==> src/design/ex_defines.svh <==
`ifndef EX_DEFINES_SVH
`define EX_DEFINES_SVH

// Datapath and SRAM address width
`define EX_DATA_W 32

// Register file address width
`define EX_REG_AW 5

// One-hot ALU operation vector width
`define EX_ALU_OPS 12

`endif
==> src/design/ex_pkg.sv <==
`include "ex_defines.svh"

package ex_pkg;

    // Bit position of each operation in the one-hot alu_op vector
    typedef enum logic [3:0] {
        op_add  = 4'd0,
        op_sub  = 4'd1,
        op_slt  = 4'd2,
        op_sltu = 4'd3,
        op_and  = 4'd4,
        op_nor  = 4'd5,
        op_or   = 4'd6,
        op_xor  = 4'd7,
        op_sll  = 4'd8,
        op_srl  = 4'd9,
        op_sra  = 4'd10,
        op_lui  = 4'd11
    } alu_op_idx_e;

    //////////////////////////////
    // Stage payloads
    //////////////////////////////

    // Decoded instruction from decode, 148 bits
    typedef struct packed {
        logic [`EX_ALU_OPS-1:0] alu_op;
        logic [`EX_DATA_W-1:0]  alu_src1;
        logic [`EX_DATA_W-1:0]  alu_src2;
        logic                   rf_we;
        logic [`EX_REG_AW-1:0]  rf_waddr;
        logic [`EX_DATA_W-1:0]  pc;
        logic                   mem_we;
        logic [`EX_DATA_W-1:0]  rkd_value;
        logic                   res_from_mem;
    } id_to_ex_t;

    // Executed instruction, 104 bits
    typedef struct packed {
        logic                   rf_we;
        logic [`EX_REG_AW-1:0]  rf_waddr;
        logic [`EX_DATA_W-1:0]  pc;
        logic [`EX_DATA_W-1:0]  alu_result;
        logic [`EX_DATA_W-1:0]  rkd_value;
        logic                   res_from_mem;
        logic                   mem_we;
    } ex_to_mem_t;

    // Write-back request, 70 bits
    typedef struct packed {
        logic                   rf_we;
        logic [`EX_REG_AW-1:0]  rf_waddr;
        logic [`EX_DATA_W-1:0]  pc;
        logic [`EX_DATA_W-1:0]  final_result;
    } mem_to_wb_t;

    // Bypass and load-use info toward decode, 39 bits
    typedef struct packed {
        logic                   is_load;
        logic                   rf_we;
        logic [`EX_REG_AW-1:0]  rf_waddr;
        logic [`EX_DATA_W-1:0]  value;
    } fwd_t;

endpackage

==> src/design/ex_mem_top.sv <==
`include "ex_defines.svh"

module ex_mem_top (
    input  logic                  clk,
    input  logic                  resetn,
    // Decode side
    input  logic                  id_to_ex_valid,
    input  ex_pkg::id_to_ex_t     id_to_ex,
    output logic                  id_allowin,
    // Write-back side
    input  logic                  wb_allowin,
    output logic                  mem_to_wb_valid,
    output ex_pkg::mem_to_wb_t    mem_to_wb,
    // Bypass toward decode
    output ex_pkg::fwd_t          ex_fwd,
    output ex_pkg::fwd_t          mem_fwd,
    // Data SRAM
    output logic                  data_sram_en,
    output logic [3:0]            data_sram_we,
    output logic [`EX_DATA_W-1:0] data_sram_addr,
    output logic [`EX_DATA_W-1:0] data_sram_wdata,
    input  logic [`EX_DATA_W-1:0] data_sram_rdata
);

    logic               mem_allowin;
    logic               ex_to_mem_valid;
    ex_pkg::ex_to_mem_t ex_to_mem;

    ex_stage u_ex_stage (
        .clk             (clk),
        .resetn          (resetn),
        .id_to_ex_valid  (id_to_ex_valid),
        .id_to_ex        (id_to_ex),
        .id_allowin      (id_allowin),
        .mem_allowin     (mem_allowin),
        .ex_to_mem_valid (ex_to_mem_valid),
        .ex_to_mem       (ex_to_mem),
        .ex_fwd          (ex_fwd),
        .data_sram_en    (data_sram_en),
        .data_sram_we    (data_sram_we),
        .data_sram_addr  (data_sram_addr),
        .data_sram_wdata (data_sram_wdata)
    );

    mem_stage u_mem_stage (
        .clk             (clk),
        .resetn          (resetn),
        .ex_to_mem_valid (ex_to_mem_valid),
        .ex_to_mem       (ex_to_mem),
        .mem_allowin     (mem_allowin),
        .data_sram_rdata (data_sram_rdata),
        .wb_allowin      (wb_allowin),
        .mem_to_wb_valid (mem_to_wb_valid),
        .mem_to_wb       (mem_to_wb),
        .mem_fwd         (mem_fwd)
    );

endmodule

==> src/design/mem_stage.sv <==
`include "ex_defines.svh"

module mem_stage (
    input  logic                  clk,
    input  logic                  resetn,
    input  logic                  ex_to_mem_valid,
    input  ex_pkg::ex_to_mem_t    ex_to_mem,
    output logic                  mem_allowin,
    input  logic [`EX_DATA_W-1:0] data_sram_rdata,
    input  logic                  wb_allowin,
    output logic                  mem_to_wb_valid,
    output ex_pkg::mem_to_wb_t    mem_to_wb,
    output ex_pkg::fwd_t          mem_fwd
);

    ex_pkg::ex_to_mem_t    mem_data;
    logic [`EX_DATA_W-1:0] final_result;

    pipe_stage_reg #(.payload_t(ex_pkg::ex_to_mem_t)) u_mem_reg (
        .clk         (clk),
        .resetn      (resetn),
        .in_valid    (ex_to_mem_valid),
        .in_data     (ex_to_mem),
        .out_allowin (wb_allowin),
        .in_allowin  (mem_allowin),
        .out_valid   (mem_to_wb_valid),
        .out_data    (mem_data)
    );

    //////////////////////////////
    // Result select
    //////////////////////////////

    // SRAM holds rdata while en is low, which covers a stalled load
    assign final_result = mem_data.res_from_mem ? data_sram_rdata : mem_data.alu_result;

    always_comb begin
        mem_to_wb.rf_we        = mem_data.rf_we;
        mem_to_wb.rf_waddr     = mem_data.rf_waddr;
        mem_to_wb.pc           = mem_data.pc;
        mem_to_wb.final_result = final_result;
    end

    // Forwarding, loaded value is ready here so decode can bypass it
    always_comb begin
        mem_fwd.is_load  = mem_to_wb_valid & mem_data.res_from_mem;
        mem_fwd.rf_we    = mem_to_wb_valid & mem_data.rf_we;
        mem_fwd.rf_waddr = mem_data.rf_waddr & {`EX_REG_AW{mem_to_wb_valid}};
        mem_fwd.value    = final_result & {`EX_DATA_W{mem_to_wb_valid}};
    end

endmodule

==> src/design/ex_stage.sv <==
`include "ex_defines.svh"

module ex_stage (
    input  logic                  clk,
    input  logic                  resetn,
    input  logic                  id_to_ex_valid,
    input  ex_pkg::id_to_ex_t     id_to_ex,
    output logic                  id_allowin,
    input  logic                  mem_allowin,
    output logic                  ex_to_mem_valid,
    output ex_pkg::ex_to_mem_t    ex_to_mem,
    output ex_pkg::fwd_t          ex_fwd,
    output logic                  data_sram_en,
    output logic [3:0]            data_sram_we,
    output logic [`EX_DATA_W-1:0] data_sram_addr,
    output logic [`EX_DATA_W-1:0] data_sram_wdata
);

    ex_pkg::id_to_ex_t     ex_data;
    logic [`EX_DATA_W-1:0] alu_result;
    logic                  ex_go;

    pipe_stage_reg #(.payload_t(ex_pkg::id_to_ex_t)) u_ex_reg (
        .clk         (clk),
        .resetn      (resetn),
        .in_valid    (id_to_ex_valid),
        .in_data     (id_to_ex),
        .out_allowin (mem_allowin),
        .in_allowin  (id_allowin),
        .out_valid   (ex_to_mem_valid),
        .out_data    (ex_data)
    );

    alu u_alu (
        .alu_op     (ex_data.alu_op),
        .alu_src1   (ex_data.alu_src1),
        .alu_src2   (ex_data.alu_src2),
        .alu_result (alu_result)
    );

    //////////////////////////////
    // Data SRAM strobes
    //////////////////////////////

    // Only on the cycle the instruction moves to mem, so a stalled store writes once
    assign ex_go           = ex_to_mem_valid & mem_allowin;
    assign data_sram_en    = ex_go & (ex_data.res_from_mem | ex_data.mem_we);
    assign data_sram_we    = {4{ex_go & ex_data.mem_we}};
    assign data_sram_addr  = alu_result;
    assign data_sram_wdata = ex_data.rkd_value;

    // Payload for mem
    always_comb begin
        ex_to_mem.rf_we        = ex_data.rf_we;
        ex_to_mem.rf_waddr     = ex_data.rf_waddr;
        ex_to_mem.pc           = ex_data.pc;
        ex_to_mem.alu_result   = alu_result;
        ex_to_mem.rkd_value    = ex_data.rkd_value;
        ex_to_mem.res_from_mem = ex_data.res_from_mem;
        ex_to_mem.mem_we       = ex_data.mem_we;
    end

    // Forwarding, all zero when the stage is empty
    always_comb begin
        ex_fwd.is_load  = ex_to_mem_valid & ex_data.res_from_mem;
        ex_fwd.rf_we    = ex_to_mem_valid & ex_data.rf_we;
        ex_fwd.rf_waddr = ex_data.rf_waddr & {`EX_REG_AW{ex_to_mem_valid}};
        ex_fwd.value    = alu_result & {`EX_DATA_W{ex_to_mem_valid}};
    end

endmodule

==> src/design/alu.sv <==
`include "ex_defines.svh"

module alu (
    input  logic [`EX_ALU_OPS-1:0] alu_op,
    input  logic [`EX_DATA_W-1:0]  alu_src1,
    input  logic [`EX_DATA_W-1:0]  alu_src2,
    output logic [`EX_DATA_W-1:0]  alu_result
);

    localparam int W = `EX_DATA_W;

    logic         do_sub;
    logic [W-1:0] adder_b;
    logic [W-1:0] adder_sum;
    logic         adder_cout;
    logic [4:0]   shamt;

    logic [W-1:0] add_sub_res;
    logic [W-1:0] slt_res;
    logic [W-1:0] sltu_res;
    logic [W-1:0] and_res;
    logic [W-1:0] nor_res;
    logic [W-1:0] or_res;
    logic [W-1:0] xor_res;
    logic [W-1:0] sll_res;
    logic [W-1:0] srl_res;
    logic [W-1:0] sra_res;
    logic [W-1:0] lui_res;

    //////////////////////////////
    // Shared adder
    //////////////////////////////

    // Compares need src1 - src2 as well
    assign do_sub = alu_op[ex_pkg::op_sub] | alu_op[ex_pkg::op_slt] | alu_op[ex_pkg::op_sltu];
    assign adder_b = do_sub ? ~alu_src2 : alu_src2;
    assign {adder_cout, adder_sum} = {1'b0, alu_src1} + {1'b0, adder_b} + {{W{1'b0}}, do_sub};

    assign add_sub_res = adder_sum;

    // Signed less-than from operand signs and difference sign
    assign slt_res = {{(W-1){1'b0}},
                      (alu_src1[W-1] & ~alu_src2[W-1])
                      | (~(alu_src1[W-1] ^ alu_src2[W-1]) & adder_sum[W-1])};

    // No carry out of a - b means a borrow, so a < b unsigned
    assign sltu_res = {{(W-1){1'b0}}, ~adder_cout};

    //////////////////////////////
    // Logic and shifts
    //////////////////////////////

    assign and_res = alu_src1 & alu_src2;
    assign nor_res = ~(alu_src1 | alu_src2);
    assign or_res  = alu_src1 | alu_src2;
    assign xor_res = alu_src1 ^ alu_src2;

    assign shamt   = alu_src2[4:0];
    assign sll_res = alu_src1 << shamt;
    assign srl_res = alu_src1 >> shamt;
    assign sra_res = $signed(alu_src1) >>> shamt;

    // Immediate already placed by decode
    assign lui_res = alu_src2;

    // One-hot AND-OR select, zero when no op bit is set
    assign alu_result = ({W{alu_op[ex_pkg::op_add] | alu_op[ex_pkg::op_sub]}} & add_sub_res)
                      | ({W{alu_op[ex_pkg::op_slt]}}  & slt_res)
                      | ({W{alu_op[ex_pkg::op_sltu]}} & sltu_res)
                      | ({W{alu_op[ex_pkg::op_and]}}  & and_res)
                      | ({W{alu_op[ex_pkg::op_nor]}}  & nor_res)
                      | ({W{alu_op[ex_pkg::op_or]}}   & or_res)
                      | ({W{alu_op[ex_pkg::op_xor]}}  & xor_res)
                      | ({W{alu_op[ex_pkg::op_sll]}}  & sll_res)
                      | ({W{alu_op[ex_pkg::op_srl]}}  & srl_res)
                      | ({W{alu_op[ex_pkg::op_sra]}}  & sra_res)
                      | ({W{alu_op[ex_pkg::op_lui]}}  & lui_res);

endmodule

==> src/design/pipe_stage_reg.sv <==
module pipe_stage_reg #(
    parameter type payload_t = logic
) (
    input  logic     clk,
    input  logic     resetn,
    input  logic     in_valid,
    input  payload_t in_data,
    input  logic     out_allowin,
    output logic     in_allowin,
    output logic     out_valid,
    output payload_t out_data
);

    logic     valid_q;
    payload_t data_q;

    // Ready-go is always true, so a full stage drains whenever downstream accepts
    assign in_allowin = ~valid_q | out_allowin;
    assign out_valid  = valid_q;
    assign out_data   = data_q;

    // Occupancy, cleared when draining with nothing new arriving
    always_ff @(posedge clk) begin
        if (!resetn) begin
            valid_q <= 1'b0;
        end else if (in_allowin) begin
            valid_q <= in_valid;
        end
    end

    // Payload only moves on an actual transfer
    always_ff @(posedge clk) begin
        if (in_valid && in_allowin) begin
            data_q <= in_data;
        end
    end

endmodule

==> config.mk <==
export PLATFORM = sky130hd
export DESIGN_NAME = ex_mem_top
export DESIGN_NICKNAME = d
export VERILOG_FILES = /design/src/design/ex_pkg.sv /design/src/design/ex_mem_top.sv /design/src/design/mem_stage.sv /design/src/design/ex_stage.sv /design/src/design/alu.sv /design/src/design/pipe_stage_reg.sv
export VERILOG_INCLUDE_DIRS = /design/src /design/src/design
export SDC_FILE = /design/constraint.sdc
export NUM_CORES = 1
export LEC_CHECK = 0
export BUFFER_PORTS_ARGS = -buffer_cell sky130_fd_sc_hd__buf_2
export CAP_MARGIN = 10
export CORE_MARGIN = 10
export CORE_UTILIZATION = 30
export CTS_CLUSTER_DIAMETER = 150
export CTS_CLUSTER_SIZE = 14
export DETAILED_ROUTE_END_ITERATION = 16
export MAX_ROUTING_LAYER = met4
export SLEW_MARGIN = 10
export SYNTH_ARGS = -nofsm -noshare
export SYNTH_HDL_FRONTEND = slang
export SYNTH_SLANG_ARGS = --single-unit
==> constraint.sdc <==
create_clock -name clk -period 9.32 [get_ports clk]
set_input_delay 1.398 -clock clk [delete_from_list [all_inputs] [get_ports clk]]
set_output_delay 1.398 -clock clk [all_outputs]
set_load 0.05 [all_outputs]
; Word-level counts from Yosys, hierarchy flattened
; Cells that the tools add are included.
[word_totals]
regBits = 221
inputBits = 184
output_inout_bits = 219
word_cells = 77
[op_classes]
add_sub_neg = 2
n_shift = 3
n_mux = 2
bitwise = 52
n_reduce_logical = 2
[op_table]
columns = operator, count
row1 = bitwise AND 32 bit, 12
row2 = bitwise OR 32 bit, 11
row3 = bitwise AND 32 x 1 -> 32 bit, 2
row4 = two-way mux 32 bit, 2
row5 = NOT 32 bit, 2
row6 = adder 32 x 32 -> 33 bit, 1
row7 = adder 33 x 1 -> 33 bit, 1
row8 = left shift 32 x 5 -> 32 bit, 1
row9 = >> shifter 32 x 5 -> 32 bit, 1
row10 = >>> shifter 32 x 5 -> 32 bit, 1
row11 = XOR 32 bit, 1
row12 = bitwise AND 5 bit, 2
row13 = bitwise AND 1 bit, 9
row14 = bitwise OR 1 bit, 7
row15 = NOT 1 bit, 5
row16 = logical AND 1 bit, 2
row17 = XOR 1 bit, 1

; Longest topological paths before layout
[depth]
word_depth = 19
mapped_depth = 15
depth_no_buf = 10

; Cells and area by module
; Synthesis repeated with hierarchy kept, for this count alone.
[unflattened]
hier_cells = 1489
hier_area_um2 = 17189.0
[modules_own_cells]
columns = module, n_inst, cells_each, area_per_inst_um2, seq_area_each_um2
row1 = alu, 1, 1036, 7901.3, 0.0
row2 = pipe_stage_reg at u_ex_stage.u_ex_reg, 1, 153, 4501.8, 4464.3
row3 = pipe_stage_reg at u_mem_stage.u_mem_reg, 1, 109, 3180.6, 3143.0
row4 = mem_stage, 1, 79, 809.5, 0.0
row5 = ex_stage, 1, 112, 795.8, 0.0

; Worst setup path after synthesis
; OpenSTA, ideal clock, no wires.
[synth_path]
path_kind = input port to output port
start = in wb_allowin
end = out data_sram_en
arrival_ps = 5101
required_ps = 7922
path_slack_ps = 2821
stages = 3
path_buffers = 0
path_cell_list = nor2b_1 > nor2_1 > o21a_1
[synth_via]
elab_chain_cells = 3
[synth_rtl]
columns = element, line_no
row1 = from (decl), ex_mem_top.sv:11  ; input logic wb_allowin,
row2 = bitwise OR 1 bit, pipe_stage_reg.sv:18  ; assign in_allowin = ~valid_q | out_allowin;
row3 = bitwise AND 1 bit, ex_stage.sv:46  ; assign ex_go = ex_to_mem_valid & mem_allowin;
row4 = via u_ex_stage.ex_go, ex_stage.sv:21  ; logic ex_go;
row5 = bitwise AND 1 bit, ex_stage.sv:47  ; assign data_sram_en = ex_go & (ex_data.res_from_mem | ex_data.mem_we);
row6 = to (decl), ex_mem_top.sv:18  ; output logic data_sram_en,
; The timed path passes the listed nets, and every way through them passes these cells.

; Worst setup path after layout
[layout_path]
start = reg u_ex_stage.u_ex_reg.data_q, in the netlist u_ex_stage.u_ex_reg.out_data[138]
end = out data_sram_addr[26]
[layout_via]
elab_chain_cells = 16
word_cells_on_any_way = 17
cone_classes = 2 x add/sub / 1 x mux / 14 x bitwise
[layout_rtl]
columns = element, line_no
row1 = from (decl), pipe_stage_reg.sv:15  ; payload_t data_q;
row2 = from (signal assigned), pipe_stage_reg.sv:34  ; data_q <= in_data;
row3 = bitwise OR 1 bit (2 in a row), alu.sv:35  ; assign do_sub = alu_op[ex_pkg::op_sub] | alu_op[ex_pkg::op_slt] | alu_op[ex_pkg::op_sltu];
row4 = two-way mux 32 bit, alu.sv:36  ; assign adder_b = do_sub ? ~alu_src2 : alu_src2;
row5 = adder 32 x 32 -> 33 bit, alu.sv:37  ; assign {adder_cout, adder_sum} = {1'b0, alu_src1} + {1'b0, adder_b} + {{W{1'b0}}, do_sub};
row6 = adder 33 x 1 -> 33 bit, alu.sv:37
row7 = bitwise AND 32 bit, alu.sv:67  ; assign alu_result = ({W{alu_op[ex_pkg::op_add] | alu_op[ex_pkg::op_sub]}} & add_sub_res)
row8 = bitwise OR 32 bit (*), alu.sv:68  ; | ({W{alu_op[ex_pkg::op_slt]}} & slt_res)
row9 = bitwise OR 32 bit (*), alu.sv:69  ; | ({W{alu_op[ex_pkg::op_sltu]}} & sltu_res)
row10 = bitwise OR 32 bit (*), alu.sv:70  ; | ({W{alu_op[ex_pkg::op_and]}} & and_res)
row11 = bitwise OR 32 bit (*), alu.sv:71  ; | ({W{alu_op[ex_pkg::op_nor]}} & nor_res)
row12 = bitwise OR 32 bit (*), alu.sv:72  ; | ({W{alu_op[ex_pkg::op_or]}} & or_res)
row13 = bitwise OR 32 bit (*), alu.sv:73  ; | ({W{alu_op[ex_pkg::op_xor]}} & xor_res)
row14 = bitwise OR 32 bit (*), alu.sv:74  ; | ({W{alu_op[ex_pkg::op_sll]}} & sll_res)
row15 = bitwise OR 32 bit (*), alu.sv:75  ; | ({W{alu_op[ex_pkg::op_srl]}} & srl_res)
row16 = bitwise OR 32 bit (*), alu.sv:76  ; | ({W{alu_op[ex_pkg::op_sra]}} & sra_res)
row17 = bitwise OR 32 bit (*), alu.sv:77  ; | ({W{alu_op[ex_pkg::op_lui]}} & lui_res);
row18 = to (decl), ex_mem_top.sv:20  ; output logic [`EX_DATA_W-1:0] data_sram_addr,
; Mark *: on every way between the ends. The rest lies on a longest branch, timed or not.

==> flow_metrics.env <==
export IMPL_status="completed"
export IMPL_grt_pass1_wl_um=104000
export IMPL_cts_tree="yes"
export IMPL_rsz0062_at_grt="no"
export IMPL_p_leak_uw=0.00781
export IMPL_critPathRequiredTime_ns=7.92
export IMPL_clk_pin_slew_ns=0.08
export IMPL_cts_sinks=221
export IMPL_holdCritStartpoint="u_ex_stage.u_ex_reg.out_data[64]"
export IMPL_async_reset_ff_share_pct=0
export IMPL_grt_usage_pct=21.8
export IMPL_drt_met1_wl_um=29100
export IMPL_wl_met3_um=6280
export IMPL_die_w_um=256
export IMPL_setup_tns_ns=0
export IMPL_ys_ff_latch=221
export IMPL_drive_gt1_share_pct=33.0
export IMPL_fillers=5588
export IMPL_cp_data_arrival_time_ns=4.96
export IMPL_syn_nets=1801
export IMPL_start_kind="register"
export IMPL_clockBufferDepth=3
export IMPL_grt_start_max_net_pins=78
export IMPL_cts_resized=0
export IMPL_r2r_slack_ns=4.91
export IMPL_period_minus_slack_ns=6.36
export IMPL_setup_violations_final=0
export IMPL_clock_latency_ns=0.55
export IMPL_synth_area_mm2=0.0167
export IMPL_slew_viol_final=0
export IMPL_wl_per_cell_um=28.5
export IMPL_synth_edf_count=219
export IMPL_min_path_type="register to register"
export IMPL_wl_um=72300
export IMPL_hpwl_um=55400
export IMPL_die_height_um=256
export IMPL_synth_cell_types=79
export IMPL_rr_endpoint="u_mem_stage.u_mem_reg.out_data[52]"
export IMPL_ir_drop_mv=0.106
export IMPL_worstMarginPinSlew_ns=1.12
export IMPL_synth_top_area_share_pct=39.5
export IMPL_highest_layer="met4"
export IMPL_avgSynthCellArea_um2=11.0
export IMPL_synthToLayoutAreaGrowth_pct=15.3
export IMPL_grt_pass1_vias=14100
export IMPL_fp_coreArea_mm2=0.0551
export IMPL_ant_nets=0
export IMPL_cts_root_buf="clkbuf_16"
export IMPL_yosys_top_cells_area="edfxtp_1 (39%), ha_1 (7.3%), mux4_2 (7.2%)"
export IMPL_dr_wl_met2_um=34000
export IMPL_via_per_inst=5.65
export IMPL_drt_first_pass_iters=7
export IMPL_reg2reg_from="u_ex_stage.u_ex_reg.out_data[138]"
export IMPL_powerDensity_mw_per_mm2=156
export IMPL_path_max_fanout=33
export IMPL_pin_count=403
export IMPL_hold_end="u_mem_stage.u_mem_reg.out_data[96]"
export IMPL_hold_viol=0
export IMPL_slew_headroom_pct=25.3
export IMPL_postCtsSetupBuffers=0
export IMPL_htreeDepth=1
export IMPL_die_area_mm2=0.0654
export IMPL_numCtsBuffers=19
export IMPL_final_core_util_pct=34.9
export IMPL_ys_warn_count=0
export IMPL_placementRows=86
export IMPL_gp_congestion=1.08
export IMPL_pre_cts_slack_ns=3.54
export IMPL_hold_buffers=0
export IMPL_grt_overflow=0
export IMPL_drc=0
export IMPL_fmax_mhz=157
export IMPL_skew_ns=0.0471
export IMPL_numPortBuffers=402
export IMPL_end_kind="primary output"
export IMPL_ys_flop_type="edfxtp_1"
export IMPL_worst_slack_ns=2.96
export IMPL_nets=2056
export IMPL_crit_start="u_ex_stage.u_ex_reg.out_data[138]"
export IMPL_timing_final_crit_share_pct=68.2
export IMPL_total_power_uw=2990
export IMPL_initial_core_util_pct=30.3
export IMPL_seq_area_frac_synth_pct=39.7
export IMPL_path_class="register to primary output"
export IMPL_drt_initial_drc_count=1636
export IMPL_vias=14300
export IMPL_netlist_instances=1519
export IMPL_rr_worst_depth=11
export IMPL_drv_cap=0
export IMPL_holdPathStages=0
export IMPL_antenna_found_initial=2
export IMPL_yosysTopAreaCell="edfxtp_1"
==> layer usage <==
| metal | vias to the layer above | track usage (%) |
|---|---|---|
| met3 | 120 | 4.33 |
| met2 | 855 | 35.0 |
| met1 | 7140 | 26.9 |
| met4 | 0 | 7.52 |
| li1 | 6200 | - |
| met5 | - | - |
==> synth_stat cells, types with 4 or more instances <==
master / number
a211o_1: 9
nand4_1: 20
inv_1: 69
buf_1: 6
a21boi_0: 4
a221oi_1: 6
a31oi_1: 29
buf_2: 14
buf_4: 108
mux4_2: 53
mux2i_1: 68
nand3_1: 48
nor3b_1: 4
a222oi_1: 30
ha_1: 97
xor2_1: 7
a211oi_1: 10
nor2b_1: 9
o221ai_1: 5
a22oi_1: 10
o21ai_0: 50
nor3_1: 23
o22ai_1: 10
a21o_1: 21
or3_1: 12
a41oi_1: 5
edfxtp_1: 219
nand2b_1: 9
clkbuf_1: 78
nor2_1: 82
and3_1: 9
nand2_1: 82
and2_1: 68
o211ai_1: 14
a21oi_1: 46
mux2_2: 52
mux4_1: 12
o311ai_0: 6
xnor2_1: 39
o2111ai_1: 6
==> report_power, final <==
| group | internal [µW] | switching, µW | total (µW) |
|---|---|---|---|
| clock network | 376 | 364 | 740 |
| registers | 1160 | 53.7 | 1210 |
| logic | 327 | 714 | 1040 |
==> per-stage QoR <==
step / hold WS (ns) / area (µm²) / std cells
2_1_floorplan: 0.400 / 16700 / 1519
3_3_place_gp: 0.400 / 18700 / 2501
3_5_place_dp: 0.405 / 18700 / 2501
4_1_cts: 0.379 / 19200 / 2530
5_1_grt: 0.389 / 19200 / 2532
6_report: 0.382 / 19200 / 2532
==> critical path: stages, from the launching register on <==
cell and delay, ns:
edfxtp_1 0.46, nor3_2 0.18, buf_4 0.46, mux2i_1 0.21, fa_1 0.46, a21o_1 0.20, a221o_1 0.39, a221oi_2 0.53
o2111ai_1 0.29, nand2_1 0.12, a2bb2oi_1 0.08, o21ai_0 0.59, buf_2 0.40
==> logic make-up (layout without fill, tap and decap cells) <==
kind of cell               count (synthesis)  after routing  synth area share, %
other                                      0              2                    0
buffers and inverters                    283            546                 9.14
xor gates and xnor gates                  46             46                 2.42
DFF                                      221            221                 39.7
AOI/OAI and AO/OA                        305            305                 13.2
adders and majority gates                 98             98                 7.40
muxes                                    185            185                 16.7
and+or+nand+nor                          381            381                 11.5
==> cells in the final DEF (no fill, tap or decap), types with 8 or more instances in the layout <==
cell | synthesis | layout
buf_2 | 14 | 402
edfxtp_1 | 219 | 219
ha_1 | 97 | 97
nand2_1 | 82 | 82
nor2_1 | 82 | 80
inv_1 | 69 | 68
mux2i_1 | 68 | 68
and2_1 | 68 | 67
mux4_2 | 53 | 53
mux2_2 | 52 | 52
o21ai_0 | 50 | 50
nand3_1 | 48 | 48
a21oi_1 | 46 | 46
buf_4 | 108 | 42
xnor2_1 | 39 | 39
a222oi_1 | 30 | 30
a31oi_1 | 29 | 29
nor3_1 | 23 | 22
a21o_1 | 21 | 21
nand4_1 | 20 | 20
clkbuf_16 | 0 | 19
o211ai_1 | 14 | 14
mux4_1 | 12 | 12
or3_1 | 12 | 12
a211oi_1 | 10 | 10
a22oi_1 | 10 | 10
o22ai_1 | 10 | 10
nor2b_1 | 9 | 9
and3_1 | 9 | 9
nand2b_1 | 9 | 9
a211o_1 | 9 | 9
clkbuf_1 | 78 | 8
==> how the worst max path moves through the flow <==
stage	cells after the start	end	slack, ns
final	12	data_sram_addr[26]	2.96
after global routing	12	data_sram_addr[26]	2.69
after CTS	12	ex_fwd[20]	2.92
after detailed placement	12	ex_fwd[20]	3.54
after global placement	12	data_sram_addr[26]	3.56
after floorplan	3	data_sram_en	2.82
==> sequential cells by signal, summed over array words and instances, names as in the netlist <==
| register | cells |
|---|---|
| u_mem_stage.u_mem_reg.out_valid | 1 |
| u_ex_stage.u_ex_reg.out_data | 148 |
| u_mem_stage.u_mem_reg.out_data | 71 |
| u_ex_stage.u_ex_reg.out_valid | 1 |
==> layout make-up <==
cell class / instances / area (µm²) / area share (%)
antenna: 2 / 5.00 / 0.0260
clock buffer: 27 / 505 / 2.63
clock inverter: 2 / 13.8 / 0.0716
inverter: 73 / 274 / 1.43
multi-input combinational: 1015 / 8540 / 44.4
sequential: 221 / 6620 / 34.4
tap: 748 / 936 / 4.87
timing repair buffer: 444 / 2330 / 12.1
Power figures use the tool's default switching activity.
